### config.mk
export PLATFORM = sky130hd
export DESIGN_NAME = pkt_gen_top
export DESIGN_NICKNAME = d
export VERILOG_FILES = /design/src/pkt_gen_pkg.sv /design/src/pkt_req_if.sv /design/src/pkt_gen_top.sv /design/src/pkt_framer.sv /design/src/pkt_sched.sv /design/src/pkt_lfsr.sv
export VERILOG_INCLUDE_DIRS = /design/src
export SDC_FILE = /design/constraint.sdc
export NUM_CORES = 1
export LEC_CHECK = 0
export ABC_AREA = 1
export BUFFER_PORTS_ARGS = -buffer_cell sky130_fd_sc_hd__clkbuf_2
export CAP_MARGIN = 30
export CORE_AREA = 2 2 269 271
export CTS_CLUSTER_DIAMETER = 100
export CTS_CLUSTER_SIZE = 24
export DETAILED_ROUTE_END_ITERATION = 6
export DIE_AREA = 0 0 271 273
export PLACE_DENSITY_LB_ADDON = 0.25
export SLEW_MARGIN = 10
export SYNTH_ARGS = -nofsm -noshare
export SYNTH_HDL_FRONTEND = slang
export SYNTH_HIERARCHICAL = 1
export SYNTH_SLANG_ARGS = --single-unit
### constraint.sdc
create_clock -name clk -period 7.9 [get_ports clk]
set_input_delay 1.185 -clock clk [delete_from_list [all_inputs] [get_ports clk]]
set_output_delay 1.185 -clock clk [all_outputs]
set_load 0.01 [all_outputs]
### src/pkt_gen_defs.svh
// packet generator constants
`ifndef PKT_GEN_DEFS_SVH
`define PKT_GEN_DEFS_SVH

// --------------------------------------------------
// bus geometry
// --------------------------------------------------
`define PG_WORDS       8     // 64-bit words per beat
`define PG_WORD_W      64
`define PG_BEAT_BYTES  64    // bytes moved per beat

// --------------------------------------------------
// packet sizing
// --------------------------------------------------
`define PG_LEN_W       14    // packet length field
`define PG_CNT_W       32    // burst packet count
`define PG_MIN_LEN     64    // shortest legal frame, crc included
`define PG_MAX_LEN     9600  // jumbo limit
`define PG_CRC_BYTES   4     // counted in length but never sent
`define PG_HDR_BYTES   18    // dest + src + len/type + crc

// --------------------------------------------------
// random source feedback taps
// --------------------------------------------------
`define PG_LFSR_POLY0  32'h8000_0241
`define PG_LFSR_POLY1  32'h8dea_dfb3

`endif
### src/pkt_gen_pkg.sv
// packet generator types

`include "pkt_gen_defs.svh"

package pkt_gen_pkg;

	// --------------------------------------------------
	// data path words
	// --------------------------------------------------
	typedef logic [`PG_WORDS*`PG_WORD_W-1:0] beat_t;   // one full bus beat
	typedef logic [5:0]                      empty_t;  // unused bytes in eop beat

	// --------------------------------------------------
	// header fields and counters
	// --------------------------------------------------
	typedef logic [`PG_LEN_W-1:0] pkt_len_t;  // frame length incl. crc
	typedef logic [47:0]          mac_t;
	typedef logic [15:0]          pkt_idx_t;  // running packet number
	typedef logic [`PG_CNT_W-1:0] pkt_cnt_t;  // burst size

	// length sequencing
	typedef enum logic {
		LEN_FIXED = 1'b0,  // every packet start_len
		LEN_INCR  = 1'b1   // start..end, then wrap
	} len_mode_t;

	// beat currently on the output
	typedef enum logic [1:0] {
		FRM_IDLE = 2'd0,  // nothing valid
		FRM_SOP  = 2'd1,  // header beat, more follow
		FRM_DATA = 2'd2,  // middle filler beat
		FRM_EOP  = 2'd3   // last beat of packet
	} frm_state_t;

endpackage

### src/pkt_req_if.sv
// next packet descriptor channel
`timescale 1ns/1ps

interface pkt_req_if;
	import pkt_gen_pkg::*;

	// --------------------------------------------------
	// scheduler side
	// --------------------------------------------------
	logic     avail;  // a packet may start now
	pkt_len_t len;    // length of the next packet
	pkt_idx_t idx;    // index stamped into its header

	// --------------------------------------------------
	// framer side
	// --------------------------------------------------
	logic     take;   // one cycle, descriptor consumed

	modport sched (
		output avail,
		output len,
		output idx,
		input  take
	);

	modport framer (
		input  avail,
		input  len,
		input  idx,
		output take
	);

endinterface

### src/pkt_gen_top.sv
// ethernet test packet generator, 512-bit tx
`timescale 1ns/1ps

module pkt_gen_top (
	input  logic                   clk,
	input  logic                   reset,
	input  logic                   gen_en_i,     // async, synchronized inside
	input  pkt_gen_pkg::len_mode_t len_mode_i,
	input  pkt_gen_pkg::pkt_len_t  start_len_i,  // also the fixed length
	input  pkt_gen_pkg::pkt_len_t  end_len_i,
	input  pkt_gen_pkg::pkt_cnt_t  pkt_num_i,
	input  logic                   end_sel_i,
	input  logic                   ipg_sel_i,
	input  pkt_gen_pkg::mac_t      dest_addr_i,
	input  pkt_gen_pkg::mac_t      src_addr_i,
	input  logic                   tx_ack_i,     // low freezes the generator
	output pkt_gen_pkg::beat_t     tx_data_o,
	output logic                   tx_sop_o,
	output logic                   tx_eop_o,
	output logic                   tx_valid_o,
	output pkt_gen_pkg::empty_t    tx_empty_o
);

	logic [63:0] filler;  // random word for the framer
	logic        gap_ok;  // random inter-packet gap gate

	pkt_req_if u_req ();  // scheduler to framer

	// --------------------------------------------------
	// random source
	// --------------------------------------------------
	pkt_lfsr u_lfsr (
		.clk      (clk),
		.reset    (reset),
		.ack_i    (tx_ack_i),
		.filler_o (filler),
		.gap_ok_o (gap_ok)
	);

	// --------------------------------------------------
	// packet sequencing
	// --------------------------------------------------
	pkt_sched u_sched (
		.clk         (clk),
		.reset       (reset),
		.gen_en_i    (gen_en_i),
		.len_mode_i  (len_mode_i),
		.start_len_i (start_len_i),
		.end_len_i   (end_len_i),
		.pkt_num_i   (pkt_num_i),
		.end_sel_i   (end_sel_i),
		.ipg_sel_i   (ipg_sel_i),
		.gap_ok_i    (gap_ok),
		.ack_i       (tx_ack_i),
		.req         (u_req)
	);

	// --------------------------------------------------
	// beat output
	// --------------------------------------------------
	pkt_framer u_framer (
		.clk         (clk),
		.reset       (reset),
		.ack_i       (tx_ack_i),
		.dest_addr_i (dest_addr_i),
		.src_addr_i  (src_addr_i),
		.filler_i    (filler),
		.req         (u_req),
		.data_o      (tx_data_o),
		.sop_o       (tx_sop_o),
		.eop_o       (tx_eop_o),
		.valid_o     (tx_valid_o),
		.empty_o     (tx_empty_o)
	);

endmodule

### src/pkt_framer.sv
// beat builder, header then filler
`timescale 1ns/1ps

`include "pkt_gen_defs.svh"

module pkt_framer (
	input  logic                  clk,
	input  logic                  reset,
	input  logic                  ack_i,
	input  pkt_gen_pkg::mac_t     dest_addr_i,
	input  pkt_gen_pkg::mac_t     src_addr_i,
	input  logic [`PG_WORD_W-1:0] filler_i,
	pkt_req_if.framer             req,
	output pkt_gen_pkg::beat_t    data_o,
	output logic                  sop_o,
	output logic                  eop_o,
	output logic                  valid_o,
	output pkt_gen_pkg::empty_t   empty_o
);
	import pkt_gen_pkg::*;

	frm_state_t state;       // kind of beat now on the output
	pkt_len_t   rem;         // data bytes still owed after current beat
	logic       in_frame;    // sop moved, eop not yet
	pkt_len_t   d_len;       // bytes actually sent, no crc
	pkt_len_t   pay_len;     // header length field
	logic       first_last;  // whole packet fits the sop beat
	logic       mid_last;    // next filler beat closes the packet
	logic       in_pkt;
	beat_t      hdr_beat;
	beat_t      fill_beat;

	// --------------------------------------------------
	// descriptor decode
	// --------------------------------------------------
	assign d_len      = req.len - pkt_len_t'(`PG_CRC_BYTES);
	assign pay_len    = req.len - pkt_len_t'(`PG_HDR_BYTES);
	assign first_last = (d_len <= pkt_len_t'(`PG_BEAT_BYTES));  // L <= 68
	assign mid_last   = (rem <= pkt_len_t'(`PG_BEAT_BYTES));
	assign in_pkt     = (state == FRM_SOP) || (state == FRM_DATA);

	// start a packet when idle or while the eop beat is accepted
	assign req.take = req.avail & ack_i &
		((state == FRM_IDLE) | (state == FRM_EOP));

	// dest, src, length, index, then six filler words
	assign hdr_beat = {dest_addr_i, src_addr_i,
		{(16-`PG_LEN_W){1'b0}}, pay_len, req.idx,
		{(`PG_WORDS-2){filler_i}}};
	assign fill_beat = {`PG_WORDS{filler_i}};

	// --------------------------------------------------
	// beat state machine
	// --------------------------------------------------
	always_ff @(posedge clk) begin
		if (reset) begin
			state   <= FRM_IDLE;
			rem     <= '0;
			sop_o   <= 1'b0;
			eop_o   <= 1'b0;
			valid_o <= 1'b0;
			empty_o <= '0;
		end else if (ack_i) begin  // ack low holds everything
			if (req.take) begin
				sop_o   <= 1'b1;
				valid_o <= 1'b1;
				eop_o   <= first_last;
				// short packet, empty from the byte count mod 64
				empty_o <= first_last ? empty_t'(6'd0 - d_len[5:0]) : '0;
				rem     <= first_last ? '0 :
					pkt_len_t'(d_len - `PG_BEAT_BYTES);
				state   <= first_last ? FRM_EOP : FRM_SOP;
			end else if (in_pkt) begin
				sop_o   <= 1'b0;
				valid_o <= 1'b1;
				eop_o   <= mid_last;
				empty_o <= mid_last ? empty_t'(6'd0 - rem[5:0]) : '0;
				rem     <= mid_last ? '0 :
					pkt_len_t'(rem - `PG_BEAT_BYTES);
				state   <= mid_last ? FRM_EOP : FRM_DATA;
			end else begin
				// nothing taken, bus goes quiet
				sop_o   <= 1'b0;
				eop_o   <= 1'b0;
				valid_o <= 1'b0;
				empty_o <= '0;
				state   <= FRM_IDLE;
			end
		end
	end

	// payload only, control above decides validity
	always_ff @(posedge clk) begin
		if (ack_i) begin
			if (req.take)
				data_o <= hdr_beat;
			else if (in_pkt)
				data_o <= fill_beat;
		end
	end

	// --------------------------------------------------
	// framing checks
	// --------------------------------------------------
	always_ff @(posedge clk) begin
		if (reset) begin
			in_frame <= 1'b0;
		end else if (valid_o && ack_i) begin
			if (eop_o)
				in_frame <= 1'b0;
			else if (sop_o)
				in_frame <= 1'b1;
		end
	end

	a_sop_valid: assert property (@(posedge clk) disable iff (reset)
		sop_o |-> valid_o);
	a_eop_valid: assert property (@(posedge clk) disable iff (reset)
		eop_o |-> valid_o);
	// no second sop before the open packet has ended
	a_one_sop: assert property (@(posedge clk) disable iff (reset)
		in_frame |-> !sop_o);

endmodule

### src/pkt_sched.sv
// run control and length sequencing
`timescale 1ns/1ps

`include "pkt_gen_defs.svh"

module pkt_sched (
	input  logic                   clk,
	input  logic                   reset,
	input  logic                   gen_en_i,    // async enable
	input  pkt_gen_pkg::len_mode_t len_mode_i,
	input  pkt_gen_pkg::pkt_len_t  start_len_i,
	input  pkt_gen_pkg::pkt_len_t  end_len_i,
	input  pkt_gen_pkg::pkt_cnt_t  pkt_num_i,   // burst size when end_sel_i
	input  logic                   end_sel_i,   // 0 free running, 1 counted
	input  logic                   ipg_sel_i,   // 1 ignores gap decision
	input  logic                   gap_ok_i,
	input  logic                   ack_i,
	pkt_req_if.sched               req
);
	import pkt_gen_pkg::*;

	logic     en_s1;    // sync stage 1
	logic     en_s2;    // sync stage 2, safe to use
	logic     en_d;     // for edge detect
	logic     en_rise;
	logic     run;      // generator allowed to start packets
	pkt_cnt_t remain;   // packets left in counted burst
	pkt_len_t cur_len;
	pkt_idx_t cur_idx;

	// --------------------------------------------------
	// enable synchronizer
	// --------------------------------------------------
	always_ff @(posedge clk) begin
		if (reset) begin
			en_s1 <= 1'b0;
			en_s2 <= 1'b0;
			en_d  <= 1'b0;
		end else if (ack_i) begin  // frozen under back-pressure
			en_s1 <= gen_en_i;
			en_s2 <= en_s1;
			en_d  <= en_s2;
		end
	end

	assign en_rise = en_s2 & ~en_d;

	// --------------------------------------------------
	// run flag and burst count
	// --------------------------------------------------
	always_ff @(posedge clk) begin
		if (reset) begin
			run    <= 1'b0;
			remain <= '0;
		end else if (ack_i) begin
			if (!end_sel_i) begin
				run <= en_s2;  // free running, track the level
			end else if (en_rise) begin
				run    <= (pkt_num_i != '0);  // empty burst sends nothing
				remain <= pkt_num_i;
			end else if (req.take) begin
				remain <= remain - 1'b1;
				// last descriptor of the burst just went out
				if (remain <= pkt_cnt_t'(1))
					run <= 1'b0;
			end
		end
	end

	// --------------------------------------------------
	// length and index
	// --------------------------------------------------
	always_ff @(posedge clk) begin
		if (reset) begin
			cur_len <= start_len_i;
		end else if (ack_i) begin
			if (en_rise || len_mode_i == LEN_FIXED) begin
				cur_len <= start_len_i;
			end else if (req.take) begin
				// incrementing, wrap once end_len has been used
				cur_len <= (cur_len >= end_len_i) ? start_len_i :
					pkt_len_t'(cur_len + 1'b1);
			end
		end
	end

	always_ff @(posedge clk) begin
		if (reset)
			cur_idx <= '0;
		else if (ack_i && req.take)
			cur_idx <= cur_idx + 1'b1;  // wraps at 16 bits
	end

	assign req.avail = run & (ipg_sel_i | gap_ok_i);  // gap gate
	assign req.len   = cur_len;
	assign req.idx   = cur_idx;

	// a descriptor offered to the framer must be a legal frame size
	a_len_range: assert property (@(posedge clk) disable iff (reset)
		req.avail |-> (req.len >= `PG_MIN_LEN && req.len <= `PG_MAX_LEN));

endmodule

### src/pkt_lfsr.sv
// pseudo-random filler and gap source
`timescale 1ns/1ps

`include "pkt_gen_defs.svh"

module pkt_lfsr (
	input  logic                  clk,
	input  logic                  reset,
	input  logic                  ack_i,     // step only on acked cycles
	output logic [`PG_WORD_W-1:0] filler_o,  // replicated across beats
	output logic                  gap_ok_o   // mostly 1
);

	logic [31:0] cntr;    // free running, perturbs both lfsrs
	logic [31:0] prand0;
	logic [31:0] prand1;
	logic [15:0] mix;     // combined 16 bits per step

	// --------------------------------------------------
	// counter and two galois lfsrs
	// --------------------------------------------------
	always_ff @(posedge clk) begin
		if (reset) begin
			cntr   <= '0;
			prand0 <= '1;  // all ones, never locks up at zero
			prand1 <= '1;
		end else if (ack_i) begin
			cntr <= cntr + 1'b1;
			// feedback bit xored with counter msb
			prand0 <= {prand0[30:0], 1'b0} ^
				((prand0[31] ^ cntr[31]) ? `PG_LFSR_POLY0 : 32'h0);
			prand1 <= {prand1[30:0], 1'b0} ^
				((prand1[31] ^ cntr[30]) ? `PG_LFSR_POLY1 : 32'h0);
		end
	end

	// --------------------------------------------------
	// whitened output words
	// --------------------------------------------------
	always_ff @(posedge clk) begin
		if (reset) begin
			mix      <= '0;
			filler_o <= '0;
			gap_ok_o <= 1'b0;  // no packet right out of reset
		end else if (ack_i) begin
			mix <= cntr[23:8] ^ prand0[15:0] ^ prand1[15:0];
			// 16 fresh bits shifted in per step
			filler_o <= {filler_o[`PG_WORD_W-17:0], mix};
			// or of two random pairs, high about 3 cycles in 4
			gap_ok_o <= |(prand0[17:16] ^ prand1[17:16] ^ cntr[25:24]);
		end
	end

endmodule

# --- After elaboration in Yosys (flattened, before gate mapping) ---
# Index checks and enable logic that the tools add are counted.
word_totals:
  word_cells: 102
  ff_bits: 780
  output_inout_bits: 521
  input_bits: 163
op_classes:
  bitwise: 16
  n_lt_le_gt_ge: 4
  add_sub_neg: 10
  n_eq_ne: 5
  muxes: 32
  n_reduce_logical: 14
op_table:
  columns: ["cell", "n"]
  rows:
  - ["512-bit two-way mux", 2]
  - ["32-bit two-way mux", 4]
  - ["14-bit two-way mux", 9]
  - ["32-bit bitwise XOR", 2]
  - ["32-bit by 1-bit adder with 32-bit output (second input constant)", 1]
  - ["32-bit by 1-bit less-or-equal comparator with 1-bit output (second input constant)", 1]
  - ["32-bit nonzero test", 1]
  - ["32-bit by 1-bit subtractor with 32-bit output (second input constant)", 1]
  - ["16-bit bitwise XOR", 2]
  - ["14-bit by 7-bit less-or-equal comparator with 1-bit output (second input constant)", 2]
  - ["14-bit by 7-bit subtractor with 14-bit output (second input constant)", 2]
  - ["6-bit two-way mux", 4]
  - ["16-bit by 1-bit adder with 16-bit output (second input constant)", 1]
  - ["14-bit by 1-bit adder with 14-bit output (second input constant)", 1]
  - ["14-bit greater-or-equal comparator", 1]
  - ["14-bit by 3-bit subtractor with 14-bit output (second input constant)", 1]
  - ["14-bit by 5-bit subtractor with 14-bit output (second input constant)", 1]
  - ["1-bit by 6-bit subtractor with 6-bit output (first input constant)", 2]
  - ["1-bit two-way mux", 10]
  - ["2-bit two-way mux", 3]
  - ["3-bit by 1-bit inequality test with 1-bit output (second input constant)", 2]
  - ["3-bit AND reduction", 2]
  - ["2-bit nonzero test", 3]
  - ["1-bit bitwise AND", 4]
  - ["other kinds (12)", 19]

# --- Longest topological paths before layout ---
logic_depth:
  word_depth: 8
  mapped_depth: 18
  mapped_depth_nobuf: 17

# --- By module ---
# Netlist, hierarchy kept.
modules_own_cells:
  columns: ["module", "n_inst", "cells_each", "seq_area_each_um2", "area_per_inst_um2"]
  rows:
  - ["pkt_framer", 1, 1200, 6266.0, 11611.1]
  - ["pkt_lfsr", 1, 996, 3543.4, 7282.0]
  - ["pkt_sched", 1, 753, 1461.4, 4693.3]

# --- Worst setup path before layout ---
# OpenSTA, ideal clock, no wires.
synth_path:
  path_type: "input -> register"
  start: "in tx_ack_i"
  end: "reg u_framer.rem[10]"
  setup_time_ps: 79
  required_time_ps: 7821
  path_buffers: 1
  t_arrival_ps: 4404
  slack_ps: 3417
  stages: 9
  cell_sequence: "inv_2 -> nor2_1 -> nand2_1 -> nand2_1 -> nand2_1 -> inv_2 -> buf_2 -> o21ai_0 -> a21oi_1"
synth_via:
  elab_chain_cells: 4
  word_cells_on_any_way: 5
  cone_classes: "1 x mux; 2 x bitwise; 2 x reduce/logical"
synth_lines:
  columns: ["item", "line", "text"]
  rows:
  - ["start, declared", "pkt_gen_top.sv:16", "input logic tx_ack_i,"]
  - ["1-bit bitwise AND (2 in series)", "pkt_framer.sv:43", "assign req.take = req.avail & ack_i &"]
  - ["2-bit nonzero test (no line)", null, null]
  - ["2-bit AND reduction (no line)", null, null]
  - ["end signal, assigned", "pkt_framer.sv:70", "rem <= first_last ? '0 :"]
  - ["end signal, assigned", "pkt_framer.sv:78", "rem <= mid_last ? '0 :"]
  - ["end, declared", "pkt_framer.sv:23", "pkt_len_t rem;"]
# Parallel ways exist; a longest one is shown, timed or not.
# A chain may end at the register's enable or synchronous reset.

# --- Final worst setup path ---
layout_path:
  start: "in tx_ack_i"
  end: "reg u_sched.remain[13]"
layout_via:
  elab_chain_cells: 4
layout_lines:
  columns: ["item", "line", "text"]
  rows:
  - ["1-bit bitwise AND (2 in series)", "pkt_framer.sv:43", null]
  - ["via u_req.take", "pkt_req_if.sv:17", "logic take;"]
  - ["2-bit nonzero test (no line)", null, null]
  - ["3-bit AND reduction (no line)", null, null]
  - ["end signal, assigned", "pkt_sched.sv:60", "remain <= pkt_num_i;"]
  - ["end signal, assigned", "pkt_sched.sv:62", "remain <= remain - 1'b1;"]
  - ["end, declared", "pkt_sched.sv:27", "pkt_cnt_t remain;"]
# The timed path passes the listed nets, and every way through them passes these cells.

==> reports/qor.txt <==
Period utilization: 52.4%
Nets: 3,438
Routed vias: 19,657
GRT busiest layer: met2
Total global-route track usage: 21.6%
Met3 usage: 3.54%
Critical Path AT: 4640 ps
Root buf cell: clkbuf_16
Multi-input combinational cell area: 8640 um2
Via density: 4.66
Main synth FF type: dfxtp_1
Clock sinks: 460
Cts repair resizes: 0
CTS Buf Count: 23
Syn_nets: 3,141
Type of the worst min-delay path: register to register
CP Capture Type: register
CTS tree: done
FF+latch area: 11,300 um2
CP startpoint kind: input port
Met1 Use GR: 28.0%
Seq pwr share: 55.4%
Post-Synthesis Cells: 2,949
CTS clock-pin slew for the worst setup and hold paths: 100 ps
Die footprint: 74,000 um2
H-tree depth: 1
Yosys Warn Count: 6
Int Power: 3500 uW
CP Max Fanout: 65
Combinational Power Share: 16.9%
Worst r2r src: u_framer/state[0]$_SDFFE_PP0P_
Hold path start: u_lfsr/filler_o[52]$_SDFFE_PP0P_
Clk_lat worst skew: 580 ps
Vias in the first global route: 17,787
Routed Antenna Nets: 0
Area growth, synth to finish: 10.8%
Setup Fix Bufs, Post-CTS: 0
Setup TNS: 0 ps
Clk_skew: 16.5 ps
WHS Endpoint: u_framer/data_o[372]$_DFFE_PP_
Post-synth EDFFs: 206
Post-layout min period: 4140 ps
Lkg Pwr: 0.0122 uW
Iter 0 DRT Violations: 1,625
Longest Clk Path Bufs: 3
Final wirelength: 84,100 um
Drt wl/cell: 20.0 um
Die Y: 273 um
Router iterations before antenna repair: 6
Core area: 71,000 um2
Cell variety after synth: 41
Syn_area_per_cell: 8.00 um2
WHS Path Cells: 0
Grt ovf: 0
Sequential area share after synthesis: 47.8%
FF-to-FF path depth: 12
Switch Pwr: 1500 uW
GP Congestion: 0.879
Peak supply drop: 0.125 mV
Cell area after synthesis: 23,600 um2
Worst slew pin tran: 966 ps
# rows: 98
# Max-Cap Violations: 0
Unrepaired setup endpoints after global routing: no
R2R Setup Slk: 4450 ps
Initial Utilization: 33.2%
Switch share: 30.0%
Req. time, crit path: 8400 ps
Met2 GRT Util: 38.3%
DR DRC count: 0
Final Hold Vio Count: 0
Initial antenna violation count: 3
Max-slew headroom: 35.6%
Hold_buf cts: 0
Ys async rst share: 0%
Setup violators final: 0
FF+latch count, synth: 460
F_max: 242 MHz
PortBufs: 683
Worst r2r dst: u_sched/remain[13]$_SDFFE_PP0P_
Share of cells above drive strength 1: 24.7%
Run status: complete, no violations
Slew Limit Fails: 0
# fillers: 7,436
Worst hold margin: 459 ps
Clock Power Share: 27.6%
Largest net degree at the start of global routing: 103
Detailed placement HPWL: 64,300 um
Chip width: 271 um
First-pass GRT wire length: 119,000 um
I/O pin count: 684
WS Path Type: input port to register
Pwr Density: 192 nW/um2
## per-stage QoR
| stage | power (uW) | instances | worst slack (ps) | utilization (%) | cell area (um2) |
|---|---|---|---|---|---|
| floorplan | 3390 | 2949 | 3420 | - | 23600 |
| global placement | 3680 | 4171 | 3230 | 35.8 | 25400 |
| detailed placement | 3680 | 4171 | 3140 | 35.8 | 25400 |
| CTS | 5070 | 4213 | 3760 | 36.8 | 26100 |
| global route | 5260 | 4213 | 3350 | 36.8 | 26100 |
| finish | 5010 | 4215 | 3760 | 36.8 | 26100 |
## cells in the final DEF, fill, tap and decap left out, types with 16 or more instances in the layout
cell / instances
dfxtp_1: 254
clkbuf_16: 23
clkbuf_2: 681
nor2_1: 368
inv_1: 200
nand4_1: 22
xnor2_1: 34
nor2_2: 18
xor2_1: 40
o21ai_0: 170
nor3_1: 16
o21ai_1: 51
nand2_2: 22
nand2_1: 752
nand3_1: 118
a21oi_1: 154
ha_1: 29
edfxtp_1: 206
## per-layer routing
metal | vias up | wire, um
met2 | 578 | 41800
met3 | 57 | 5060
met4 | 4 | 1500
met5 | - | 25
li1 | 9745 | -
met1 | 9273 | 35800
## worst max-delay path, cell delays in order
cell and delay (ps):
buf_6 360, inv_2 160, nor2_1 250, nand2_4 300
inv_4 590, nor2_1 110, nor2_1 130, nand2_2 500
inv_2 470, o21ai_1 110, o21bai_1 170, a21oi_1 130
## sequential cells by signal, indices dropped and copies added (netlist names), 2 cells and up
register / cells
u_sched/req.idx: 16
u_framer/state: 2
u_framer/data_o: 192
u_lfsr/filler_o: 64
u_lfsr/mix: 16
u_lfsr/cntr: 32
u_sched/remain: 32
u_lfsr/prand1: 32
u_sched/req.len: 14
u_lfsr/prand0: 32
u_framer/rem: 14
u_framer/empty_o: 6
## worst max path at each step
stage,startpoint,endpoint,slack (ps),cells past startpoint
final,tx_ack_i,u_sched/remain[13]$_SDFFE_PP0P_,3760,12
after CTS,tx_ack_i,u_sched/remain[13]$_SDFFE_PP0P_,3760,12
after detailed placement,tx_ack_i,u_sched/remain[13]$_SDFFE_PP0P_,3140,12
after global placement,tx_ack_i,u_sched/remain[14]$_SDFFE_PP0P_,3230,12
after global routing,tx_ack_i,u_sched/remain[14]$_SDFFE_PP0P_,3350,12
after floorplan,tx_ack_i,u_framer/rem[10]$_SDFFE_PP0P_,3420,9
## cell type report
cell class,instances,share of cell area (%)
Timing Repair Buffer,695,13.5
Inverter,216,3.15
Sequential cell,460,43.1
Tap cell,950,4.55
Antenna cell,2,0.0191
Clock buffer,39,2.55
Multi-Input combinational cell,1850,33.1
Clock inverter,3,0.101
## kinds of logic after synthesis
logic type | count (synthesis) | share of synthesized area [%]
compound gates | 400 | 8.75
xor+xnor | 74 | 2.75
fa+ha+maj | 29 | 1.54
buf+inv | 639 | 15.6
flops | 460 | 47.8
simple gates | 1347 | 23.6
## power groups by stage
| stage | Sequential (uW) | Clock (uW) | Combinational, uW |
|---|---|---|---|
| after floorplan | 2790 | 0 | 602 |
| after global placement | 2830 | 0 | 849 |
| final | 2780 | 1380 | 848 |
| after detailed placement | 2830 | 0 | 850 |
| after CTS | 2780 | 1440 | 854 |
| after global routing | 2790 | 1520 | 949 |
## synthesized netlist by cell type (11+ instances only)
cell type	n	area, um2
clkbuf_1	51	191
nand3_1	118	591
buf_2	43	215
nand2_2	21	131
nor3_1	16	80.1
o21ai_0	170	851
xor2_1	40	350
a31oi_1	11	68.8
inv_2	14	52.6
nor2_2	18	113
edfxtp_1	206	6190
xnor2_1	34	298
nor2_1	368	1380
buf_4	321	2410
nand4_1	22	138
o21ai_1	51	255
a21oi_1	154	771
inv_1	201	754
dfxtp_1	254	5080
ha_1	29	363
nand2_1	754	2830
Note: power is estimated with default switching activity, not from simulation.
